--- config.mk ---
export PLATFORM = sky130hd
export DESIGN_NAME = agc_top
export DESIGN_NICKNAME = d
export VERILOG_FILES = /design/src/logic/agc_pkg.sv /design/src/logic/meas_if.sv /design/src/logic/agc_top.sv /design/src/logic/relay_settle_ctrl.sv /design/src/logic/gain_step_fsm.sv /design/src/logic/pp_window_detector.sv /design/src/logic/agc_apb_regs.sv
export VERILOG_INCLUDE_DIRS = /design/src /design/src/logic
export SDC_FILE = /design/constraint.sdc
export NUM_CORES = 1
export LEC_CHECK = 0
export CORE_MARGIN = 8
export CORE_UTILIZATION = 45
export CTS_CLUSTER_SIZE = 28
export DETAILED_ROUTE_END_ITERATION = 12
export DONT_BUFFER_PORTS = 1
export GPL_TIMING_DRIVEN = 0
export SYNTH_ARGS = -nofsm -noshare
export SYNTH_HDL_FRONTEND = slang
export SYNTH_HIERARCHICAL = 1
export SYNTH_SLANG_ARGS = --single-unit
--- constraint.sdc ---
create_clock -name adc_clk -period 4.9 [get_ports adc_clk]
set_clock_uncertainty 0.1 [all_clocks]
set_input_delay 0.245 -clock adc_clk [delete_from_list [all_inputs] [get_ports adc_clk]]
set_output_delay 0.245 -clock adc_clk [all_outputs]
set_load 0.02 [all_outputs]
--- src/logic/agc_config.svh ---
// AGC build constants (sample width, APB sizes, window, settle time, reset limits) for all RTL
`ifndef AGC_CONFIG_SVH
`define AGC_CONFIG_SVH

`define AGC_DATA_W         12
`define AGC_APB_AW         6      // byte address, word index in [5:2]
`define AGC_APB_DW         32
`define AGC_WINDOW         512    // samples per window, agc_top passes it down as WINDOW
`define AGC_SETTLE         10     // relay settle cycles after a gain change
`define AGC_STABLE_WINDOWS 3

// overload level, about 1925 mV at the ADC
`define AGC_OVR_RESET      12'd3941

// peak-to-peak limits per gain step after reset
`define AGC_LIM0_LO        12'd1791
`define AGC_LIM0_HI        12'd3685
`define AGC_LIM1_LO        12'd1791
`define AGC_LIM1_HI        12'd3883
`define AGC_LIM2_LO        12'd1791
`define AGC_LIM2_HI        12'd3723
`define AGC_LIM3_LO        12'd1798
`define AGC_LIM3_HI        12'd3883
`endif
--- src/logic/agc_pkg.sv ---
// shared AGC types (gain steps, FSM states, APB register map, limit pair), imported by the RTL
`default_nettype none
`include "agc_config.svh"

package agc_pkg;

    // value doubles as the relay code
    typedef enum logic [1:0] {
        GAIN_3     = 2'd0,
        GAIN_6_5   = 2'd1,
        GAIN_13_5  = 2'd2,
        GAIN_29_25 = 2'd3
    } gain_step_e;

    typedef enum logic [1:0] {
        SAMPLE,
        EVALUATE,
        ADJUST,
        SETTLE
    } agc_state_e;

    // word index, byte address is index times four
    typedef enum logic [3:0] {
        REG_LIM0_LO    = 4'h0,
        REG_LIM0_HI    = 4'h1,
        REG_LIM1_LO    = 4'h2,
        REG_LIM1_HI    = 4'h3,
        REG_LIM2_LO    = 4'h4,
        REG_LIM2_HI    = 4'h5,
        REG_LIM3_LO    = 4'h6,
        REG_LIM3_HI    = 4'h7,
        REG_OVR_THRESH = 4'h8,
        REG_CTRL       = 4'h9, // bit 0 enable
        REG_STATUS     = 4'hA  // read only
    } agc_reg_e;

    typedef struct packed {
        logic [`AGC_DATA_W-1:0] lower; // peak-to-peak, inclusive
        logic [`AGC_DATA_W-1:0] upper;
    } gain_limit_t;

endpackage

`default_nettype wire

--- src/logic/meas_if.sv ---
// window measurement bundle between the peak detector and the gain-step FSM
`default_nettype none
`include "agc_config.svh"

interface meas_if;

    logic                   window_done; // one cycle at window end
    logic [`AGC_DATA_W-1:0] pp_value;    // held until restart
    logic                   overload;    // one cycle per hot sample
    logic                   restart;     // clears peak, valley and count

    modport detector (output window_done, pp_value, overload, input restart);

    modport evaluator (input window_done, pp_value, overload, output restart);

endinterface

`default_nettype wire

--- src/logic/agc_top.sv ---
// AGC top level joining the APB registers, window detector, gain FSM and relay driver
`default_nettype none
`include "agc_config.svh"

module agc_top #(
    parameter int WINDOW = `AGC_WINDOW
) (
    input  wire logic                   adc_clk,
    input  wire logic                   rst_n,
    input  wire logic [`AGC_APB_AW-1:0] paddr,
    input  wire logic                   psel,
    input  wire logic                   penable,
    input  wire logic                   pwrite,
    input  wire logic [`AGC_APB_DW-1:0] pwdata,
    output logic [`AGC_APB_DW-1:0]      prdata,
    output logic                        pready,
    input  wire logic [`AGC_DATA_W-1:0] adc_data,
    output logic [1:0]                  gain_ctrl,
    output logic                        stable
);
    import agc_pkg::*;

    gain_limit_t [3:0]      limits;
    logic [`AGC_DATA_W-1:0] ovr_thresh;
    logic                   enable;
    logic                   step_req;
    logic                   in_range;
    logic                   settled;
    gain_step_e             new_gain;
    gain_step_e             cur_gain;
    agc_state_e             state;

    meas_if meas ();

    agc_apb_regs u_regs (
        .adc_clk   (adc_clk),
        .rst_n     (rst_n),
        .paddr     (paddr),
        .psel      (psel),
        .penable   (penable),
        .pwrite    (pwrite),
        .pwdata    (pwdata),
        .prdata    (prdata),
        .pready    (pready),
        .limits    (limits),
        .ovr_thresh(ovr_thresh),
        .enable    (enable),
        .cur_gain  (cur_gain),
        .stable    (stable),
        .state     (state)
    );

    pp_window_detector #(.WINDOW(WINDOW)) u_detect (
        .adc_clk   (adc_clk),
        .rst_n     (rst_n),
        .adc_data  (adc_data),
        .ovr_thresh(ovr_thresh),
        .meas      (meas.detector)
    );

    gain_step_fsm u_fsm (
        .adc_clk (adc_clk),
        .rst_n   (rst_n),
        .meas    (meas.evaluator),
        .limits  (limits),
        .enable  (enable),
        .cur_gain(cur_gain),
        .settled (settled),
        .step_req(step_req),
        .new_gain(new_gain),
        .in_range(in_range),
        .state   (state)
    );

    relay_settle_ctrl u_relay (
        .adc_clk  (adc_clk),
        .rst_n    (rst_n),
        .step_req (step_req),
        .new_gain (new_gain),
        .in_range (in_range),
        .gain_ctrl(gain_ctrl),
        .cur_gain (cur_gain),
        .settled  (settled),
        .stable   (stable)
    );

endmodule

`default_nettype wire

--- src/logic/relay_settle_ctrl.sv ---
// relay driver holding the gain code, timing the settle interval and counting in-range windows
`default_nettype none
`include "agc_config.svh"

module relay_settle_ctrl (
    input  wire logic                adc_clk,
    input  wire logic                rst_n,
    input  wire logic                step_req,
    input  wire agc_pkg::gain_step_e new_gain,
    input  wire logic                in_range,
    output logic [1:0]               gain_ctrl,
    output agc_pkg::gain_step_e      cur_gain,
    output logic                     settled,
    output logic                     stable
);
    import agc_pkg::*;

    localparam int SETTLE_W = $clog2(`AGC_SETTLE + 1);
    localparam int STABLE_W = $clog2(`AGC_STABLE_WINDOWS + 1);

    gain_step_e          gain_q;
    logic [SETTLE_W-1:0] settle_cnt;
    logic [STABLE_W-1:0] stable_cnt;
    logic                settled_q;

    always_ff @(posedge adc_clk or negedge rst_n) begin
        if (!rst_n) begin
            gain_q     <= GAIN_3;
            settle_cnt <= '0;
            stable_cnt <= '0;
            settled_q  <= 1'b0;
        end else begin
            settled_q <= (settle_cnt == SETTLE_W'(1)); // last settle cycle
            if (step_req) begin
                gain_q     <= new_gain;
                settle_cnt <= SETTLE_W'(`AGC_SETTLE);
                stable_cnt <= '0; // any step breaks the run
            end else begin
                if (settle_cnt != '0)
                    settle_cnt <= settle_cnt - 1'b1;
                if (in_range && !stable)
                    stable_cnt <= stable_cnt + 1'b1;
            end
        end
    end

    assign gain_ctrl = gain_q;
    assign cur_gain  = gain_q;
    assign settled   = settled_q;
    assign stable    = (stable_cnt == STABLE_W'(`AGC_STABLE_WINDOWS));

    a_settle_no_overlap: assert property (@(posedge adc_clk) disable iff (!rst_n)
        !(settled && step_req));

endmodule

`default_nettype wire

--- src/logic/gain_step_fsm.sv ---
// gain-step FSM that checks windows against the current step's limits and requests relay steps
`default_nettype none
`include "agc_config.svh"

module gain_step_fsm (
    input  wire logic                       adc_clk,
    input  wire logic                       rst_n,
    meas_if.evaluator                       meas,
    input  wire agc_pkg::gain_limit_t [3:0] limits,
    input  wire logic                       enable,
    input  wire agc_pkg::gain_step_e        cur_gain,
    input  wire logic                       settled,
    output logic                            step_req,
    output agc_pkg::gain_step_e             new_gain,
    output logic                            in_range,
    output agc_pkg::agc_state_e             state
);
    import agc_pkg::*;

    agc_state_e state_q;
    agc_state_e state_d;
    gain_step_e target_q;
    gain_step_e target_d;
    logic       too_big;
    logic       too_small;

    // both ends saturate while the request still goes out
    function automatic gain_step_e step_dn(gain_step_e g);
        return (g == GAIN_3) ? GAIN_3 : gain_step_e'(g - 2'd1);
    endfunction

    function automatic gain_step_e step_up(gain_step_e g);
        return (g == GAIN_29_25) ? GAIN_29_25 : gain_step_e'(g + 2'd1);
    endfunction

    assign too_big   = meas.pp_value > limits[cur_gain].upper;
    assign too_small = meas.pp_value < limits[cur_gain].lower;

    always_comb begin
        state_d  = state_q;
        target_d = target_q;
        case (state_q)
            SAMPLE: begin
                if (enable && meas.overload) begin // wins over a coincident window end
                    target_d = step_dn(cur_gain);
                    state_d  = ADJUST;
                end else if (enable && meas.window_done) begin
                    state_d = EVALUATE;
                end
            end
            EVALUATE: begin
                if (too_big) begin
                    target_d = step_dn(cur_gain);
                    state_d  = ADJUST;
                end else if (too_small) begin
                    target_d = step_up(cur_gain);
                    state_d  = ADJUST;
                end else begin
                    state_d = SAMPLE; // in range so start the next window
                end
            end
            ADJUST: state_d = SETTLE;
            SETTLE: begin
                if (settled)
                    state_d = SAMPLE;
            end
            default: state_d = SAMPLE;
        endcase
    end

    always_ff @(posedge adc_clk or negedge rst_n) begin
        if (!rst_n) begin
            state_q  <= SAMPLE;
            target_q <= GAIN_3;
        end else begin
            state_q  <= state_d;
            target_q <= target_d;
        end
    end

    assign step_req     = (state_q == ADJUST);
    assign new_gain     = target_q;
    assign in_range     = (state_q == EVALUATE) && !too_big && !too_small;
    assign state        = state_q;
    assign meas.restart = (state_q != SAMPLE) || !enable; // detector idle outside SAMPLE

    // the relay moves by one step at most per request
    a_single_step: assert property (@(posedge adc_clk) disable iff (!rst_n)
        step_req |-> ((int'(new_gain) - int'(cur_gain)) inside {-1, 0, 1}));

    // relay driver only reports settling while this FSM waits for it
    a_settled_in_settle: assert property (@(posedge adc_clk) disable iff (!rst_n)
        settled |-> state_q == SETTLE);

endmodule

`default_nettype wire

--- src/logic/pp_window_detector.sv ---
// windowed peak-to-peak detector with per-sample overload flag, feeds the gain FSM over meas_if
`default_nettype none
`include "agc_config.svh"

module pp_window_detector #(
    parameter int WINDOW = `AGC_WINDOW
) (
    input  wire logic                   adc_clk,
    input  wire logic                   rst_n,
    input  wire logic [`AGC_DATA_W-1:0] adc_data,
    input  wire logic [`AGC_DATA_W-1:0] ovr_thresh,
    meas_if.detector                    meas
);
    localparam int CNT_W = (WINDOW > 1) ? $clog2(WINDOW) : 1;

    logic [`AGC_DATA_W-1:0] sample_q;
    logic [`AGC_DATA_W-1:0] peak_q;
    logic [`AGC_DATA_W-1:0] valley_q;
    logic [`AGC_DATA_W-1:0] peak_d;
    logic [`AGC_DATA_W-1:0] valley_d;
    logic [`AGC_DATA_W-1:0] pp_q;
    logic [CNT_W-1:0]       cnt_q;
    logic                   restart_d1;
    logic                   full_q;
    logic                   done_q;
    logic                   ovr_q;
    logic                   take;
    logic                   last;

    // sample_q still holds a restart-era sample in the first cycle after release
    assign take = !meas.restart && !restart_d1 && !full_q;
    assign last = take && (cnt_q == CNT_W'(WINDOW - 1));

    always_comb begin
        peak_d   = peak_q;
        valley_d = valley_q;
        if (take && (sample_q > peak_q))
            peak_d = sample_q;
        if (take && (sample_q < valley_q))
            valley_d = sample_q;
    end

    always_ff @(posedge adc_clk) begin
        sample_q <= adc_data; // input register
        if (last)
            pp_q <= peak_d - valley_d; // includes the final sample
    end

    always_ff @(posedge adc_clk or negedge rst_n) begin
        if (!rst_n) begin
            restart_d1 <= 1'b1;
            peak_q     <= '0;
            valley_q   <= '1;
            cnt_q      <= '0;
            full_q     <= 1'b0;
            done_q     <= 1'b0;
            ovr_q      <= 1'b0;
        end else begin
            restart_d1 <= meas.restart;
            if (meas.restart) begin
                peak_q   <= '0;
                valley_q <= '1;
                cnt_q    <= '0;
                full_q   <= 1'b0;
                done_q   <= 1'b0;
                ovr_q    <= 1'b0;
            end else begin
                peak_q   <= peak_d;
                valley_q <= valley_d;
                done_q   <= last;
                ovr_q    <= take && (sample_q >= ovr_thresh);
                if (last)
                    full_q <= 1'b1; // hold result until restart
                else if (take)
                    cnt_q <= cnt_q + 1'b1;
            end
        end
    end

    assign meas.window_done = done_q;
    assign meas.pp_value    = pp_q;
    assign meas.overload    = ovr_q;

endmodule

`default_nettype wire

--- src/logic/agc_apb_regs.sv ---
// APB slave holding the per-step limits, overload threshold and enable, and reporting status
`default_nettype none
`include "agc_config.svh"

module agc_apb_regs (
    input  wire logic                     adc_clk,
    input  wire logic                     rst_n,
    input  wire logic [`AGC_APB_AW-1:0]   paddr,
    input  wire logic                     psel,
    input  wire logic                     penable,
    input  wire logic                     pwrite,
    input  wire logic [`AGC_APB_DW-1:0]   pwdata,
    output logic [`AGC_APB_DW-1:0]        prdata,
    output logic                          pready,
    output agc_pkg::gain_limit_t [3:0]    limits,
    output logic [`AGC_DATA_W-1:0]        ovr_thresh,
    output logic                          enable,
    input  wire agc_pkg::gain_step_e      cur_gain,
    input  wire logic                     stable,
    input  wire agc_pkg::agc_state_e      state
);
    import agc_pkg::*;

    gain_limit_t [3:0]      lim_q;
    logic [`AGC_DATA_W-1:0] thresh_q;
    logic                   enable_q;
    agc_reg_e               reg_addr;
    logic [1:0]             lim_idx;
    logic                   wr_en;

    assign reg_addr = agc_reg_e'(paddr[`AGC_APB_AW-1:2]);
    assign lim_idx  = paddr[4:3]; // gain step of a limit word
    assign wr_en    = psel && penable && pwrite;

    always_ff @(posedge adc_clk or negedge rst_n) begin
        if (!rst_n) begin
            lim_q[0] <= '{lower: `AGC_LIM0_LO, upper: `AGC_LIM0_HI};
            lim_q[1] <= '{lower: `AGC_LIM1_LO, upper: `AGC_LIM1_HI};
            lim_q[2] <= '{lower: `AGC_LIM2_LO, upper: `AGC_LIM2_HI};
            lim_q[3] <= '{lower: `AGC_LIM3_LO, upper: `AGC_LIM3_HI};
            thresh_q <= `AGC_OVR_RESET;
            enable_q <= 1'b0;
        end else if (wr_en) begin
            case (reg_addr)
                REG_LIM0_LO, REG_LIM1_LO, REG_LIM2_LO, REG_LIM3_LO:
                    lim_q[lim_idx].lower <= pwdata[`AGC_DATA_W-1:0];
                REG_LIM0_HI, REG_LIM1_HI, REG_LIM2_HI, REG_LIM3_HI:
                    lim_q[lim_idx].upper <= pwdata[`AGC_DATA_W-1:0];
                REG_OVR_THRESH: thresh_q <= pwdata[`AGC_DATA_W-1:0];
                REG_CTRL:       enable_q <= pwdata[0];
                default: ; // status and holes ignore writes
            endcase
        end
    end

    // read data valid whenever the slave is selected
    always_comb begin
        prdata = '0;
        if (psel) begin
            case (reg_addr)
                REG_LIM0_LO, REG_LIM1_LO, REG_LIM2_LO, REG_LIM3_LO:
                    prdata[`AGC_DATA_W-1:0] = lim_q[lim_idx].lower;
                REG_LIM0_HI, REG_LIM1_HI, REG_LIM2_HI, REG_LIM3_HI:
                    prdata[`AGC_DATA_W-1:0] = lim_q[lim_idx].upper;
                REG_OVR_THRESH: prdata[`AGC_DATA_W-1:0] = thresh_q;
                REG_CTRL:       prdata[0] = enable_q;
                REG_STATUS:     prdata[5:0] = {state, 1'b0, stable, cur_gain}; // [5:4] [2] [1:0]
                default:        prdata = '0;
            endcase
        end
    end

    assign pready     = 1'b1; // no wait states
    assign limits     = lim_q;
    assign ovr_thresh = thresh_q;
    assign enable     = enable_q;

    // every access phase must follow a setup phase of the same transfer
    a_apb_setup_first: assert property (@(posedge adc_clk) disable iff (!rst_n)
        penable |-> psel && $past(psel));

endmodule

`default_nettype wire

### Yosys cells after proc, flatten, opt, wreduce, memory -nomap -nowiden

Index checks and enable logic that the tools add are counted.
W data, S select, Z words.

| storage, ports and cells | value |
|---|---|
| output and inout port bits | 36 |
| bits of input ports | 55 |
| register bits | 183 |

| operators by class | value |
|---|---|
| equal/unequal tests | 22 |
| add/sub/neg operators | 6 |
| muxes and demuxes | 42 |
| order comparisons | 8 |
| reduce and logical (&&, ||, !) cells | 41 |

Operator list:

| cell | number |
|---|---|
| $bwmux W96 | 2 |
| $pmux W96 S2 | 1 |
| $bmux W24 S2 | 2 |
| $demux W24 S2 | 2 |
| $mux W12 | 6 |
| $mux W24 | 3 |
| $mux W9 | 3 |
| $gt A12 B12 Y1 | 2 |
| $lt A12 B12 Y1 | 2 |
| $mux W2 | 12 |
| $pmux W5 S4 | 1 |
| $pmux W6 S3 | 1 |
| $eq A4 B3 Y1 const B | 4 |
| $logic_and A1 B1 Y1 | 14 |
| $reduce_bool A2 Y1 | 7 |
| $eq A4 B4 Y1 const B | 3 |
| $ge A12 B12 Y1 | 1 |
| $sub A12 B12 Y12 | 1 |
| $reduce_and A2 Y1 | 5 |
| $add A9 B1 Y9 const B | 1 |
| $eq A9 B9 Y1 const B | 1 |
| $eq A2 B2 Y1 const B | 4 |
| $eq A4 B1 Y1 const B | 2 |
| $eq A4 B2 Y1 const B | 2 |
| other kinds (20) | 37 |

### Longest topological paths before layout

| logic depth | value |
|---|---|
| depth in word-level cells | 9 |
| depth in mapped cells | 20 |
| mapped depth without buffers | 20 |

### Cells and area by module

Netlist, hierarchy kept.

Modules (own cells, without submodules):

| module | area an instance (µm²) | times used | cells an instance |
|---|---|---|---|
| agc_apb_regs | 5332.6 | 1 | 363 |
| pp_window_detector | 3549.7 | 1 | 339 |
| gain_step_fsm | 1447.6 | 1 | 144 |
| relay_settle_ctrl | 430.4 | 1 | 37 |

### Worst setup path after synthesis

OpenSTA, ideal clock, no wires.

| timing path | value |
|---|---|
| kind | flip-flop to flip-flop |
| start point | reg u_fsm.state_q[0] (netlist: u_fsm/state[0]) |
| end point | reg u_detect.pp_q[10] (netlist: u_detect/meas.pp_value[10]), data pin |
| arrival time | 3.748 ns |
| stages on the path, launching flop included | 19 |
| library setup time | 0.258 ns |
| data required time | 4.542 ns |
| buffers on the path | 1 |
| path slack | 0.795 ns |
| path through | dfrtp_1 -> nand2b_1 -> or2_2 -> nor3_1 -> o21ai_0 -> a21oi_4 -> buf_6 -> mux2i_2 -> ha_1 -> inv_1 -> fa_1 -> a21o_1 -> a21oi_1 -> o21bai_1 -> a21oi_1 -> o21ai_1 -> a21o_1 -> a21oi_1 -> xnor2_1 |

| on the way | value |
|---|---|
| word-level cells in the longest chain between the ends | 8 |
| elaborated cells on any way between the ends | 10 |
| classes of those cells | add/sub (1); mux (2); reduce/logical (7) |

Ends and longest elaborated chain:

| what | line | text |
|---|---|---|
| start, declared | gain_step_fsm.sv:20 | `agc_state_e state_q;` |
| start signal, assigned | gain_step_fsm.sv:76 | `state_q <= state_d;` |
| $reduce_bool A2 Y1 * | gain_step_fsm.sv:85 | `assign meas.restart = (state_q != SAMPLE) \|\| !enable;` |
| $logic_or A1 B1 Y1 * | gain_step_fsm.sv:85 |  |
| named net meas.restart | meas_if.sv:10 | `logic restart;` |
| $logic_not A1 Y1 * | pp_window_detector.sv:31 | `assign take = !meas.restart && !restart_d1 && !full_q;` |
| $logic_and A1 B1 Y1 * (2 in a row) | pp_window_detector.sv:31 |  |
| $logic_and A1 B1 Y1, on equally long branches | pp_window_detector.sv:37, pp_window_detector.sv:39 |  |
| $mux W12, on equally long branches | pp_window_detector.sv:37, pp_window_detector.sv:39 |  |
| $sub A12 B12 Y12 * | pp_window_detector.sv:46 | `pp_q <= peak_d - valley_d;` |
| end signal, assigned | pp_window_detector.sv:46 |  |
| end, declared | pp_window_detector.sv:21 | `` logic [`AGC_DATA_W-1:0] pp_q; `` |

Mark *: on every way through the listed nets, which the timed path passes. The rest lies on a longest branch.
A chain may end at the register's enable or synchronous reset.

### Worst setup path after layout

| timing path | value |
|---|---|
| start point | reg u_detect.sample_q[7] |
| end point | reg u_detect.pp_q[10] (netlist: u_detect/meas.pp_value[10]), data pin |

| on the way | value |
|---|---|
| word-level cells in the longest chain between the ends | 4 |
| elaborated cells on any way between the ends | 7 |
| classes of those cells | add/sub (1); order compare (2); mux (2); reduce/logical (2) |

Ends and longest elaborated chain:

| what | line | text |
|---|---|---|
| start, declared | pp_window_detector.sv:16 | `` logic [`AGC_DATA_W-1:0] sample_q; `` |
| start signal, assigned | pp_window_detector.sv:44 | `sample_q <= adc_data;` |
| $gt A12 B12 Y1 or $lt A12 B12 Y1 (tied branches) | pp_window_detector.sv:37, pp_window_detector.sv:39 |  |
| $logic_and A1 B1 Y1, on equally long branches | pp_window_detector.sv:37, pp_window_detector.sv:39 |  |
| $mux W12, on equally long branches | pp_window_detector.sv:37, pp_window_detector.sv:39 |  |
| $sub A12 B12 Y12 * | pp_window_detector.sv:46 |  |

Mark *: on every way between the ends. The rest lies on a longest branch, timed or not.

==> summary.txt <==
Grt ovf: 0
Non-Filler Instances: 1,282
Fill count: 2,052
Clock slew at reported path FFs: 70 ps
Worst Hold Class: input pin to flop
Worst Max-Slew Pin Slew: 869 ps
P_int: 3000 uW
R2R setup slack: 390 ps
Worst slew margin: 42.0%
RR Endpoint: u_detect/meas.pp_value[10]$_DFFE_PP_
Ys async rst share: 86.9%
Primary FF master, synth: dfstp_2
Max-slew violations: 0
Worst path most repeated cell: a21oi_1
Drt initial violations: 527
Die H: 171 um
#FFs+latches synth: 183
Clock root buffer: clkbuf_16
Routed Antenna Nets: 0
Seq/Total Area, Yosys: 43.6%
Total GRT Usage: 18.4%
RSZ-0062 raised after global routing: false
Combinational group share of total power: 22.2%
CP startpoint kind: flop
Grt peak-use layer: met2
Final HPWL from detailed placement: 18,300 um
Post-layout util: 51.8%
Peak Freq: 222 MHz
WL per Instance: 20.1 um
CP bufs+invs: 2
Vias in the first global route: 7,036
Die Footprint: 29,100 um^2
YS warnings: 6
Largest net degree at the start of global routing: 160
Htree depth: 4
Core area: 23,500 um^2
Switching pwr: 1230 uW
FP Rows: 56
Critical path's slowest cell: dfxtp_1
Most common cell after layout, fill and taps aside: mux2_2
DRT Pass-1 Iters: 5
Top cell type's share of synthesized area: 21.0%
Syn_area_per_cell: 12.2 um^2
Met1 Usage GRT: 25.2%
Worst Setup End Kind: flop
Register Area: 4690 um^2
Synth-to-layout area growth: 12.9%
Worst Setup SP: u_detect/sample_q[7]$_DFF_P_
Reg2reg start: u_detect/sample_q[7]$_DFF_P_
Synth top area cells: dfstp_2, dfrtp_1, mux2_2
Placer Congestion: 0.816
CP arrival: 4570 ps
Final hold vios: 0
Crit path cell chain: ha_1 > and2_1 > a221o_1 > a221oi_2 > a21oi_4 > buf_6 > mux2i_2 > ha_1 > inv_1 > fa_1 > a21o_1 > a21oi_1 > o21bai_1 > a21oi_1 > o21ai_1 > a21o_1 > a21oi_1 > xnor2_1
Global-route wire length before repair: 40,800 um
Synth Cell Area: 10,800 um^2
Cell taking the most area after synthesis: dfstp_2
CTS tree: done
Critical path's top delay family: compound AO/OA/AOI/OAI gates
Finish-stage setup viols: 0
Critical path required time: 4960 ps
Power Density: 348 nW/um^2
DR vias/cell: 5.41
Critical Path Stages: 18
Pre-CTS setup slack: -182 ps
Vias: 6,941
Synth Instances: 883
# diodes: 0
Max Cap Viol: 0
DIE WIDTH: 171 um
Reg power frac: 44.6%
Placed instance count: 1,221
Most frequent cells in the layout: mux2_2, dfstp_2, ha_1
Setup ws final: 389 ps
Starting Density: 45.8%
Post-synth EDFFs: 12
Final worst-path cycle share: 92.1%
Cts bufs inserted: 17
Setup crit end: u_detect/meas.pp_value[10]$_DFFE_PP_
Layout net count: 1,080
Sw Share: 29.1%
R2r worst-path depth: 18
Residual DRC count: 0
CTS Sinks: 183
VDD IR-drop max: 0.236 mV
Crit path max fanout: 10
Clock Latency Late Sink: 430 ps
GR Util met2: 29.0%
Kind of critical path: flop to flop
Area of the multi-input gates: 5500 um^2
Fin crit period: 4510 ps
I/O pin count: 91
Leakage: 0.00551 uW
Yosys cell types: 70
M3 GR Usage: 3.99%
WHS: 34.9 ps
Layout cells sized above 1: 35.9%
CP peak stage delay: 470 ps
Status: completed
Initial antenna violation count: 0
Longest Clk Path Bufs: 2
Clk pwr share: 33.2%
Post-Route WL: 25,800 um
Port Buffers: 0
[registers in the layout (all words and copies together) (netlist names), 2 cells and up]
name                    flops
u_detect/cnt_q              9
u_fsm/state                 2
u_relay/cur_gain            2
u_detect/sample_q          12
u_relay/settle_cnt          4
u_regs/ovr_thresh          12
u_fsm/new_gain              2
u_detect/peak_q            12
u_detect/meas.pp_value     12
u_relay/stable_cnt          2
u_detect/valley_q          12
u_regs/limits              96
[cell families after synthesis]
family,count (synthesis),share of synthesized area [%]
AOI/OAI and AO/OA,119,7.71
xor gates and xnor gates,19,1.55
adders and majority gates,75,8.79
buffers and inverters,130,6.12
DFF,183,43.6
muxes,189,23.9
other,2,0.0698
and+or+nand+nor,166,8.28
[worst min-delay path by stage]
stage | from | slack, ps | depth (start not counted) | end
after floorplan | rst_n | -150 | 0 | u_detect/cnt_q[0]$_DFFE_PN0P_
after global placement | rst_n | -140 | 0 | u_regs/limits[91]$_DFFE_PN0P_
after detailed placement | rst_n | -140 | 0 | u_regs/limits[91]$_DFFE_PN0P_
after CTS | paddr[5] | 0.7 | 2 | u_regs/limits[36]$_DFFE_PN1P_
after global routing | paddr[5] | 20 | 2 | u_regs/limits[33]$_DFFE_PN1P_
final | paddr[5] | 30 | 2 | u_regs/limits[33]$_DFFE_PN1P_
[metal layers]
layer  vias up  routed length (um)
met5         -                   0
met4         0                 348
met3        27                1450
met2       177               11800
met1      3449               12100
li1       3288                   -
[metrics by stage]
step	cell area [um^2]	setup TNS [ps]	power, uW
after floorplan	10800	0	2570
after global placement	11200	-215	2780
after detailed placement	11200	-182	2800
after CTS	12100	0	4280
after global routing	12100	0	4450
final	12100	0	4230
[synthesized netlist by cell type, types with 13 or more instances]
| cell | count |
|---|---|
| and2_1 | 15 |
| nand2b_1 | 13 |
| inv_1 | 71 |
| mux2i_1 | 32 |
| o21ai_0 | 19 |
| mux4_2 | 35 |
| buf_2 | 13 |
| ha_1 | 74 |
| dfrtp_1 | 73 |
| mux2_2 | 113 |
| buf_4 | 27 |
| a21o_1 | 13 |
| nand2_1 | 42 |
| dfstp_2 | 86 |
| a21oi_1 | 35 |
| nor2_1 | 30 |
[area by class of cell]
type / count / area share (%)
Inverter: 72 / 2.22
Timing Repair Buffer: 29 / 2.51
Multi-Input combinational cell: 589 / 45.3
Buffer: 58 / 3.19
Clock buffer: 22 / 4.09
Tap cell: 319 / 3.29
Sequential cell: 183 / 38.6
Clock inverter: 10 / 0.865
[timing repair]
action                                 4_1_cts  5_1_grt
endpoints found under the hold margin      272        2
setup buffers                                0        1
gates resized for setup                      1        1
setup endpoints to repair                    1        1
hold buffers                                27        1
[power groups by stage]
stage / registers [uW] / logic, uW / clock network [uW]
6_report: 1890 / 938 / 1410
5_1_grt: 1910 / 1030 / 1510
4_1_cts: 1890 / 943 / 1450
3_5_place_dp: 1920 / 879 / 0
3_3_place_gp: 1910 / 867 / 0
2_1_floorplan: 1860 / 712 / 0
Power figures use the tool's default switching activity.
